File: src/hdl/hazardPkg.sv
package hazardPkg;

    // Datapath widths
    localparam int DATA_W    = 16;
    localparam int REG_TAG_W = 3;

    // Older instructions tracked, ID through WB
    localparam int HISTORY_DEPTH = 4;

    // Opcode field positions in the instruction word
    localparam int OPC_MSB = 15;
    localparam int OPC_W   = 5;
    localparam int CLS_W   = 3;

    // Source register fields
    localparam int RS_LSB = 8;
    localparam int RT_LSB = 5;

    // Full five-bit opcodes
    localparam logic [OPC_W-1:0] OPC_NOP = 5'b00001;
    localparam logic [OPC_W-1:0] OPC_JR0 = 5'b00101;
    localparam logic [OPC_W-1:0] OPC_JR1 = 5'b00111;

    // Three-bit class prefixes
    localparam logic [CLS_W-1:0] CLS_JUMP   = 3'b001;
    localparam logic [CLS_W-1:0] CLS_BRANCH = 3'b011;

    // One issued register write
    typedef struct packed {
        logic                 valid;
        logic [REG_TAG_W-1:0] tag;
    } regEntry_t;

    // One issued data memory access
    typedef struct packed {
        logic              valid;
        logic [DATA_W-1:0] addr;
    } memEntry_t;

endpackage

File: src/hdl/hazardQuery_if.sv
interface hazardQuery_if;

    // Source registers of the fetch instruction
    logic [hazardPkg::REG_TAG_W-1:0] rs;
    logic [hazardPkg::REG_TAG_W-1:0] rt;

    // Base plus immediate
    logic [hazardPkg::DATA_W-1:0] memAddr;

    // Instruction class flags
    logic isNop;
    logic isJumpReg;
    logic isControl;

    modport decoder (
        output rs,
        output rt,
        output memAddr,
        output isNop,
        output isJumpReg,
        output isControl
    );

    modport control (
        input rs,
        input rt,
        input memAddr,
        input isNop,
        input isJumpReg,
        input isControl
    );

endinterface

File: src/hdl/issueDecode.sv
module issueDecode (
    input  logic [hazardPkg::DATA_W-1:0] instr,
    input  logic [hazardPkg::DATA_W-1:0] imm,
    input  logic [hazardPkg::DATA_W-1:0] baseData,
    hazardQuery_if.decoder               query
);

    localparam int OPC_LSB = hazardPkg::OPC_MSB - hazardPkg::OPC_W + 1;
    localparam int CLS_LSB = hazardPkg::OPC_MSB - hazardPkg::CLS_W + 1;

    logic [hazardPkg::OPC_W-1:0] opcode;
    logic [hazardPkg::CLS_W-1:0] opClass;
    logic                        isJump;
    logic                        isBranch;

    assign opcode  = instr[hazardPkg::OPC_MSB:OPC_LSB];
    assign opClass = instr[hazardPkg::OPC_MSB:CLS_LSB];

    // Register source fields
    assign query.rs = instr[hazardPkg::RS_LSB +: hazardPkg::REG_TAG_W];
    assign query.rt = instr[hazardPkg::RT_LSB +: hazardPkg::REG_TAG_W];

    // Explicit no-op never stalls
    assign query.isNop = (opcode == hazardPkg::OPC_NOP);

    // Register jumps wait at fetch until the target is known
    always_comb begin
        case (opcode)
            hazardPkg::OPC_JR0,
            hazardPkg::OPC_JR1: query.isJumpReg = 1'b1;
            default:            query.isJumpReg = 1'b0;
        endcase
    end

    // Jumps and branches open a one cycle shadow
    assign isJump    = (opClass == hazardPkg::CLS_JUMP);
    assign isBranch  = (opClass == hazardPkg::CLS_BRANCH);
    assign query.isControl = isJump | isBranch;

    // Effective address, carry out dropped
    assign query.memAddr = baseData + imm;

endmodule

File: src/hdl/inFlightHistory.sv
module inFlightHistory #(
    parameter type entry_t = hazardPkg::regEntry_t
) (
    input  logic                                       clk,
    input  logic                                       arstN,
    input  entry_t                                     push,
    output entry_t [hazardPkg::HISTORY_DEPTH-1:0]      stages
);

    // Stage 0 is ID, last stage is WB
    always_ff @(posedge clk or negedge arstN) begin
        if (!arstN) begin
            stages <= '0;
        end else begin
            stages <= {stages[hazardPkg::HISTORY_DEPTH-2:0], push};
        end
    end

    // History is empty on the first edge out of reset
    assertClearAfterReset: assert property (
        @(posedge clk) $rose(arstN) |-> (stages == '0)
    ) else $error("history not clear after reset release");

endmodule

File: src/hdl/hazardControl.sv
module hazardControl (
    input  logic                            clk,
    input  logic                            arstN,
    hazardQuery_if.control                  query,
    input  logic [hazardPkg::REG_TAG_W-1:0] rd,
    input  logic                            rdValid,
    input  logic                            memEnable,
    output logic                            nop,
    output logic                            pcStall
);

    hazardPkg::regEntry_t                                regPush;
    hazardPkg::memEntry_t                                memPush;
    hazardPkg::regEntry_t [hazardPkg::HISTORY_DEPTH-1:0] regStages;
    hazardPkg::memEntry_t [hazardPkg::HISTORY_DEPTH-1:0] memStages;

    logic regHaz;
    logic memHaz;
    logic shadow;
    logic anyHaz;

    // Only instructions that really issue enter the history
    always_comb begin
        regPush.valid = rdValid & ~nop;
        regPush.tag   = rd;
        memPush.valid = memEnable & ~nop;
        memPush.addr  = query.memAddr;
    end

    inFlightHistory #(
        .entry_t (hazardPkg::regEntry_t)
    ) regHistory (
        .clk    (clk),
        .arstN  (arstN),
        .push   (regPush),
        .stages (regStages)
    );

    inFlightHistory #(
        .entry_t (hazardPkg::memEntry_t)
    ) memHistory (
        .clk    (clk),
        .arstN  (arstN),
        .push   (memPush),
        .stages (memStages)
    );

    // Register RAW against every stage in flight
    always_comb begin
        regHaz = 1'b0;
        for (int i = 0; i < hazardPkg::HISTORY_DEPTH; i++) begin
            if (regStages[i].valid &&
                ((regStages[i].tag == query.rs) || (regStages[i].tag == query.rt))) begin
                regHaz = 1'b1;
            end
        end
    end

    // Memory RAW, enable and address taken from the same stage
    always_comb begin
        memHaz = 1'b0;
        for (int i = 0; i < hazardPkg::HISTORY_DEPTH; i++) begin
            if (memStages[i].valid && (memStages[i].addr == query.memAddr)) begin
                memHaz = memEnable;
            end
        end
    end

    assign anyHaz = regHaz | memHaz;

    // Slot after an issued jump or branch is squashed
    always_ff @(posedge clk or negedge arstN) begin
        if (!arstN) begin
            shadow <= 1'b0;
        end else begin
            shadow <= query.isControl & ~anyHaz;
        end
    end

    assign nop     = (anyHaz | shadow | query.isJumpReg) & ~query.isNop;
    assign pcStall = (anyHaz | query.isJumpReg) & ~query.isNop;

    // A held PC always comes with a bubble
    assertStallHasNop: assert property (
        @(posedge clk) disable iff (!arstN)
        pcStall |-> nop
    ) else $error("pcStall without nop");

    // Decoded no-op is never held or squashed
    assertNopPassThrough: assert property (
        @(posedge clk) disable iff (!arstN)
        query.isNop |-> (!nop && !pcStall)
    ) else $error("hazard raised on a no-op");

endmodule

File: src/hdl/hazardTop.sv
module hazardTop (
    input  logic                            clk,
    input  logic                            arstN,
    input  logic [hazardPkg::DATA_W-1:0]    instr,
    input  logic [hazardPkg::DATA_W-1:0]    imm,
    input  logic [hazardPkg::DATA_W-1:0]    baseData,
    input  logic [hazardPkg::REG_TAG_W-1:0] rd,
    input  logic                            rdValid,
    input  logic                            memEnable,
    output logic                            nop,
    output logic                            pcStall
);

    // Decoded view of the fetch slot
    hazardQuery_if query ();

    issueDecode decode (
        .instr    (instr),
        .imm      (imm),
        .baseData (baseData),
        .query    (query.decoder)
    );

    hazardControl control (
        .clk       (clk),
        .arstN     (arstN),
        .query     (query.control),
        .rd        (rd),
        .rdValid   (rdValid),
        .memEnable (memEnable),
        .nop       (nop),
        .pcStall   (pcStall)
    );

endmodule

File: config.mk
export PLATFORM = sky130hd
export DESIGN_NAME = hazardTop
export DESIGN_NICKNAME = d
export VERILOG_FILES = /design/src/hdl/hazardPkg.sv /design/src/hdl/hazardQuery_if.sv /design/src/hdl/issueDecode.sv /design/src/hdl/inFlightHistory.sv /design/src/hdl/hazardControl.sv /design/src/hdl/hazardTop.sv
export SDC_FILE = /design/constraint.sdc
export NUM_CORES = 1
export LEC_CHECK = 0
export BUFFER_PORTS_ARGS = -buffer_cell sky130_fd_sc_hd__buf_2
export CAP_MARGIN = 20
export CORE_MARGIN = 10
export CORE_UTILIZATION = 40
export DETAILED_ROUTE_END_ITERATION = 16
export GPL_ROUTABILITY_DRIVEN = 1
export PLACE_DENSITY_LB_ADDON = 0.25
export SYNTH_ARGS = -nofsm -noshare
export SYNTH_HDL_FRONTEND = slang
export SYNTH_SLANG_ARGS = --single-unit
File: constraint.sdc
create_clock -name clk -period 6.6 [get_ports clk]
set_input_delay 1.32 -clock clk [delete_from_list [all_inputs] [get_ports clk]]
set_output_delay 1.32 -clock clk [all_outputs]
set_load 0.05 [all_outputs]
==> metrics, run 1 <==
DIE HEIGHT=125.5 um; DRT Wirelength=8704 um; Worst-Margin Slew=~0.7 ns; Final Core Density=about 47%; Fmax=159.5 MHz; Hold Slack=around 0.38 ns; Die X=roughly 130 um; row count=38; GR Overflow Total=0; Worst EP arrival=4.95 ns; Slew Limit Headroom=about half; Worst Path Required=approximately 5.3 ns; Sum Neg Setup Slack=0 ns; Fin. Hold Viols=0; Slew Viols, Final=0; Final Wtd Congestion=approximately 0.78; Cell variety after synth=roughly 60; Top FF cell, synth=dfrtp_1; Nets=around 510; count leader, synth=dfrtp_1; vias per cell=roughly 5.2; vias in the first global route=~3200; Diodes inserted=0; CTS tree=yes; Post-route DRC=0; Max-Cap Viols=0; Final ANT Viol Nets=0; post-CTS setup buffer count=0; largest net degree at the start of global routing=86; Final period util=between 90 and 100%; async set-or-reset flop fraction in the synthesized netlist=100.0%; Cell Pwr Density=between 200 and 300 mW/mm^2; largest cells by area after synthesis=dfrtp_1 (48%), xnor2_1 (8.5%), xor2_1 (7.7%); post-CTS resize count=0; slack of the worst reg-to-reg path=between 4 and 5 ns; Worst Skew=0.007165 ns; class of the worst hold path=reg -> reg; first-pass GRT wire length=approximately 15000 um; sequential area share after synthesis=a little under half; initial antenna violation count=0; EDFF count, synth=0; Setup-failing EPs final=0; area leader, netlist=dfrtp_1; Mapped Cells=a little under 400; synth warn=0; # H-tree levels=3; Area Growth Syn to Fin=14.22%; Starting DRT DRC Count=145; Total Routing Usage GR=between 10 and 15%; outcome=finished clean; Yosys top cell area share=around 48%; peak supply drop=0.0001314 V; TritonRoute pass-1 iters=4; Initial Util=between 40% and 50%; Cell Area, Synth=0.004452 mm^2; CP Max Fanout=6; CTS buffer count=9; flops & latches, synth=85; critical path endpoint category=output port; RSZ-0062 raised after global routing=no; die area=between 0.015 and 0.02 mm^2; total power=1.470 mW; post-DR wirelength/cell=approximately 15 um; clk buf depth=2; fin crit period=between 6 and 7 ns; IO Count=57; Synth Area per Inst=11.56 um^2; CTS root buf=clkbuf_8; Post-CTS Hold Fix Bufs=0; syn nets=456; CP Class=in -> out; Leakage=2.252 nW; clock sinks=between 80 and 90; PortBufs=about 50; crit path launch type=input port; Core Area=~0.011 mm^2; Worst-path clk slew=around 0.08 ns; vias=3040; DP Wirelength=about 6900 um; layout cells sized above 1=approximately a fifth; clock latency at the later pin of the worst-skew pair=roughly 0.35 ns; most frequent cells after synthesis=dfrtp_1 (85), xnor2_1 (43), xor2_1 (39), nor2_1 (17), o21ai_0 (16)
==> sequential cells by signal (all words and copies together), names as in the netlist <==
name and cells:
control.memHistory.stages 68, control.shadow 1, control.regHistory.stages 16
==> final cells by class <==
| class | instances | area [um^2] |
|---|---|---|
| clock buffer | 9 | 123.9 |
| inverter | 10 | 37.54 |
| tap | 140 | 175.2 |
| fill | 1021 | 5803 |
| multi-input combinational | 279 | 2225 |
| clock inverter | 7 | 81.33 |
| sequential | 85 | 2127 |
| timing repair buffer | 57 | 315.3 |
==> routing by layer <==
layer  vias up  track usage, %  wire length [um]
met5         -               0                 0
met4         0           4.472               113
met3         8           2.028               308
met2        72           17.83              4051
met1      1456           15.09              4231
li1       1504               -                 -
==> metrics by stage <==
step | setup WS (ns) | cells | instance area, um^2
floorplan | 0.5812 | 385 | 4452
CTS | 0.3269 | 586 | 5065
detailed placement | 0.3294 | 570 | 4860
global route | 0.02234 | 587 | 5085
finish | 0.3321 | 587 | 5085
global placement | 0.3844 | 570 | 4860
==> report_power, final <==
part	internal (mW)	switching (mW)	total, mW	leakage (nW)
Clock	0.179	0.190	0.369	0.100
Sequential	0.616	0.0590	0.675	1.00
Combinational	0.204	0.222	0.425	1.15
==> worst max-delay path: stages <==
cell,delay [ns]
buf_2,0.10
ha_1,0.23
fa_1,0.44
a211oi_1,0.41
o21a_1,0.34
xnor2_1,0.30
xor2_1,0.14
nor4b_1,0.35
nand4_1,0.17
nor4_1,0.54
nor3_1,0.11
a21oi_1,0.20
buf_2,0.29
==> cell families after synthesis <==
logic type | share of synthesized area [%]
simple gates | 10.74
mux | 0.2249
fa+ha+maj | 4.666
flops | 47.78
buf+inv | 2.248
xor+xnor | 19.87
compound gates | 14.48
==> cell usage in the layout, fill, tap and decap left out, types with 3 or more instances in the layout <==
master    Yosys  final
nor3_1       15     15
nor4_1        4      4
clkinv_4      0      3
nor2_1       17     17
inv_1        10     10
a21o_1        7      7
ha_1         15     15
a211oi_1      5      5
a21oi_2       5      5
nand3_1       8      8
o211ai_1      7      7
or3_1         3      3
clkbuf_8      0      9
a21oi_1      12     12
xor2_1       39     39
nand2_1      14     14
a211o_1       3      3
buf_2         2     50
xnor2_1      43     43
buf_4         3      6
dfrtp_1      85     85
nand4_1      11     11
xnor3_1       5      5
o21ai_0      16     16
o21a_1        5      5
==> final timing paths <==
check	startpoint	endpoint	cells after the start
setup / recovery	imm[0]	nop	13
hold / removal	control.regHistory.stages[3]$_DFF_PN0_	control.regHistory.stages[7]$_DFF_PN0_	0
setup reg to reg	control.memHistory.stages[20]$_DFF_PN0_	control.memHistory.stages[16]$_DFF_PN0_	7
hold reg to reg	control.regHistory.stages[3]$_DFF_PN0_	control.regHistory.stages[7]$_DFF_PN0_	0
max in group asynchronous	arstN	control.regHistory.stages[10]$_DFF_PN0_	2
min in group asynchronous	arstN	control.memHistory.stages[17]$_DFF_PN0_	1
Power figures use the tool's default switching activity.
==> inputs of run 2 (changes only) <==
==> constraint.sdc (replaced) <==
create_clock -name clk -period 6.4 [get_ports clk]
set_input_delay 1.28 -clock clk [delete_from_list [all_inputs] [get_ports clk]]
set_output_delay 1.28 -clock clk [all_outputs]
set_load 0.05 [all_outputs]
==> metrics, run 2 (synthesis results as in run 1) <==
outcome=finished clean (unchanged); Clk pwr share=24.5% (was 25.1%); Cell Pwr Density=295.6 mW/mm^2 (was 289.0 mW/mm^2); Fmax=~160 MHz; DRT Wirelength=8994 um (was 8704 um); sequential group share of total power=46.1% (was 45.9%); DIE HEIGHT=125.5 um (unchanged); Fin. Hold Viols=0 (unchanged); Starting DRT DRC Count=203 (was 145); Sw Share=33.81% (was 32.03%); clock sinks=85 (unchanged); RSZ-0062 raised after global routing=no (unchanged); crit path launch type=input port (unchanged); net switching power=0.5105 mW (was 0.4707 mW); Sum Neg Setup Slack=0 ns (unchanged); Leakage=2.256 nW (was 2.252 nW); vias in the first global route=3326 (was 3161); Core Area=0.01089 mm^2 (unchanged); Post-CTS Hold Fix Bufs=0 (unchanged); Worst-Margin Slew=0.6648 ns (was 0.7204 ns); Slew Viols, Final=0 (unchanged); row count=38 (unchanged); fin worst setup slack=0.3131 ns (was 0.3321 ns); peak supply drop=0.0001727 V (was 0.0001314 V); class of the worst hold path=reg -> reg (unchanged); Worst-path clk slew=0.09 ns (was 0.08 ns); CP Max Fanout=6 (unchanged); Final Wtd Congestion=0.7806 (was 0.7766); die area=0.01575 mm^2 (unchanged); post-CTS resize count=0 (unchanged); fin crit period=between 6 and 7 ns; post-CTS setup buffer count=0 (unchanged); Comb pwr share=29.4% (was 28.9%); clk buf depth=2 (unchanged); critical path endpoint category=output port (unchanged); CTS buffer count=9 (unchanged); Max-Cap Viols=0 (unchanged); # H-tree levels=3 (unchanged); Worst EP arrival=4.81 ns (was 4.95 ns); CP Cell Sequence=buf_2 -> ha_1 -> fa_1 -> a211oi_2 -> o21a_1 -> xnor2_1 -> xor2_1 -> nor3_1 -> nand4_1 -> or4_4 -> a2bb2oi_1 -> o21a_1 -> buf_2 (was buf_2 -> ha_1 -> fa_1 -> a211oi_1 -> o21a_1 -> xnor2_1 -> xor2_1 -> nor4b_1 -> nand4_1 -> nor4_1 -> nor3_1 -> a21oi_1 -> buf_2); delay of the slowest critical-path stage=0.55 ns (was 0.54 ns); leading cell type in the layout, fill and taps excluded=dfrtp_1 (unchanged); vias per cell=5.150 (was 5.179); initial antenna violation count=0 (unchanged); Worst Skew=0.009837 ns (was 0.007165 ns); TritonRoute pass-1 iters=4 (unchanged); clock latency at the later pin of the worst-skew pair=0.37 ns (was 0.35 ns); Worst Path Required=5.12 ns (was 5.28 ns); post-DR wirelength/cell=15.32 um (was 14.83 um); Final ANT Viol Nets=0 (unchanged); Final period util=a little over nine tenths; Nets=513 (unchanged); max FFs per register=68 (unchanged); PortBufs=51 (unchanged); Setup-failing EPs final=0 (unchanged); first-pass GRT wire length=15660 um (was 15070 um); most frequent cells in the layout=dfrtp_1 (85), buf_2 (50), xnor2_1 (43) (unchanged); largest net degree at the start of global routing=86 (unchanged); GR Overflow Total=0 (unchanged); Diodes inserted=0 (unchanged); Largest regs=control.memHistory.stages: 68 flops, control.regHistory.stages: 16 flops, control.shadow: 1 flops (unchanged); Total Routing Usage GR=11.75% (was 11.34%); Slew Limit Headroom=55.36% (was 51.63%); Post-route DRC=0 (unchanged); Area Growth Syn to Fin=14.73% (was 14.22%); vias=3023 (was 3040); CTS tree=yes (unchanged); P_int=0.9994 mW (was 0.9989 mW); Biggest register=control.memHistory.stages (unchanged); CP Class=in -> out (unchanged); Die X=125.5 um (unchanged); CTS root buf=clkbuf_8 (unchanged); Initial Util=40.89% (unchanged); DP Wirelength=6875 um (was 6870 um); DP Worst Slack=0.2525 ns (was 0.3294 ns); IO Count=57 (unchanged); Max stage delay cell, worst path=or4_4 (was nor4_1); layout cells sized above 1=21.92% (was 21.03%)
-- run 2: cell count changes in the layout (fill, tap and decap cells not counted), sizes merged --
cell,delta
inv,+3
clkinvlp,-1
clkinv,-1
bufinv,-1
-- run 2: stage by stage --
stage	total power, mW	hold WS, ns	cell area [um^2]	cells	utilization (%)
final	1.510	0.3778	5107	587	46.91
after CTS	1.523	0.3841	5057	586	46.45
after floorplan	1.032	0.3478	4452	385	-
after detailed placement	1.148	0.3618	4860	570	44.63
after global routing	1.616	0.3918	5107	587	46.91
after global placement	1.133	0.3591	4860	570	44.63
-- run 2: final timing paths --
path	start	endpoint	slack, ns	depth (start not counted)
worst max-delay path	imm[0]	pcStall	0.31	13
worst min-delay path	control.regHistory.stages[3]$_DFF_PN0_	control.regHistory.stages[7]$_DFF_PN0_	0.38	0
max in group asynchronous	arstN	control.memHistory.stages[44]$_DFF_PN0_	4.89	2
worst max register to register	control.memHistory.stages[2]$_DFF_PN0_	control.regHistory.stages[3]$_DFF_PN0_	4.02	6
worst min register to register	control.regHistory.stages[3]$_DFF_PN0_	control.regHistory.stages[7]$_DFF_PN0_	0.38	0
min in group asynchronous	arstN	control.memHistory.stages[1]$_DFF_PN0_	0.89	1
-- run 2: critical path: cells and delay by family --
kind / cells / cell delay [ns]
compound gates: 4 / 1.07
buf+inv: 2 / 0.36
xor+xnor: 2 / 0.43
simple gates: 3 / 0.99
fa+ha+maj: 2 / 0.67
-- run 2: area by class of cell --
cell class / instances / area [um^2]
Clock inverter: 7 / 73.82
Inverter: 10 / 37.54
Multi-Input combinational cell: 279 / 2255
Timing Repair Buffer: 57 / 315.3
Sequential cell: 85 / 2127
Fill cell: 1008 / 5781
Clock buffer: 9 / 123.9
Tap cell: 140 / 175.2
-- run 2: power groups by stage --
stage / sequential (mW) / clock (mW) / combinational (mW)
final: 0.697 / 0.370 / 0.443
after global routing: 0.712 / 0.409 / 0.495
after CTS: 0.698 / 0.384 / 0.441
after detailed placement: 0.709 / 0 / 0.439
after global placement: 0.703 / 0 / 0.429
after floorplan: 0.692 / 0 / 0.340
-- run 2: layer usage --
layer | GRT usage [%] | share of wire [%] | up-vias
met5 | 0 | 0 | -
met4 | 5.285 | 1.6 | 0
met3 | 2.662 | 4.1 | 12
met2 | 18.23 | 46 | 54
met1 | 15.26 | 48 | 1458
li1 | - | - | 1499
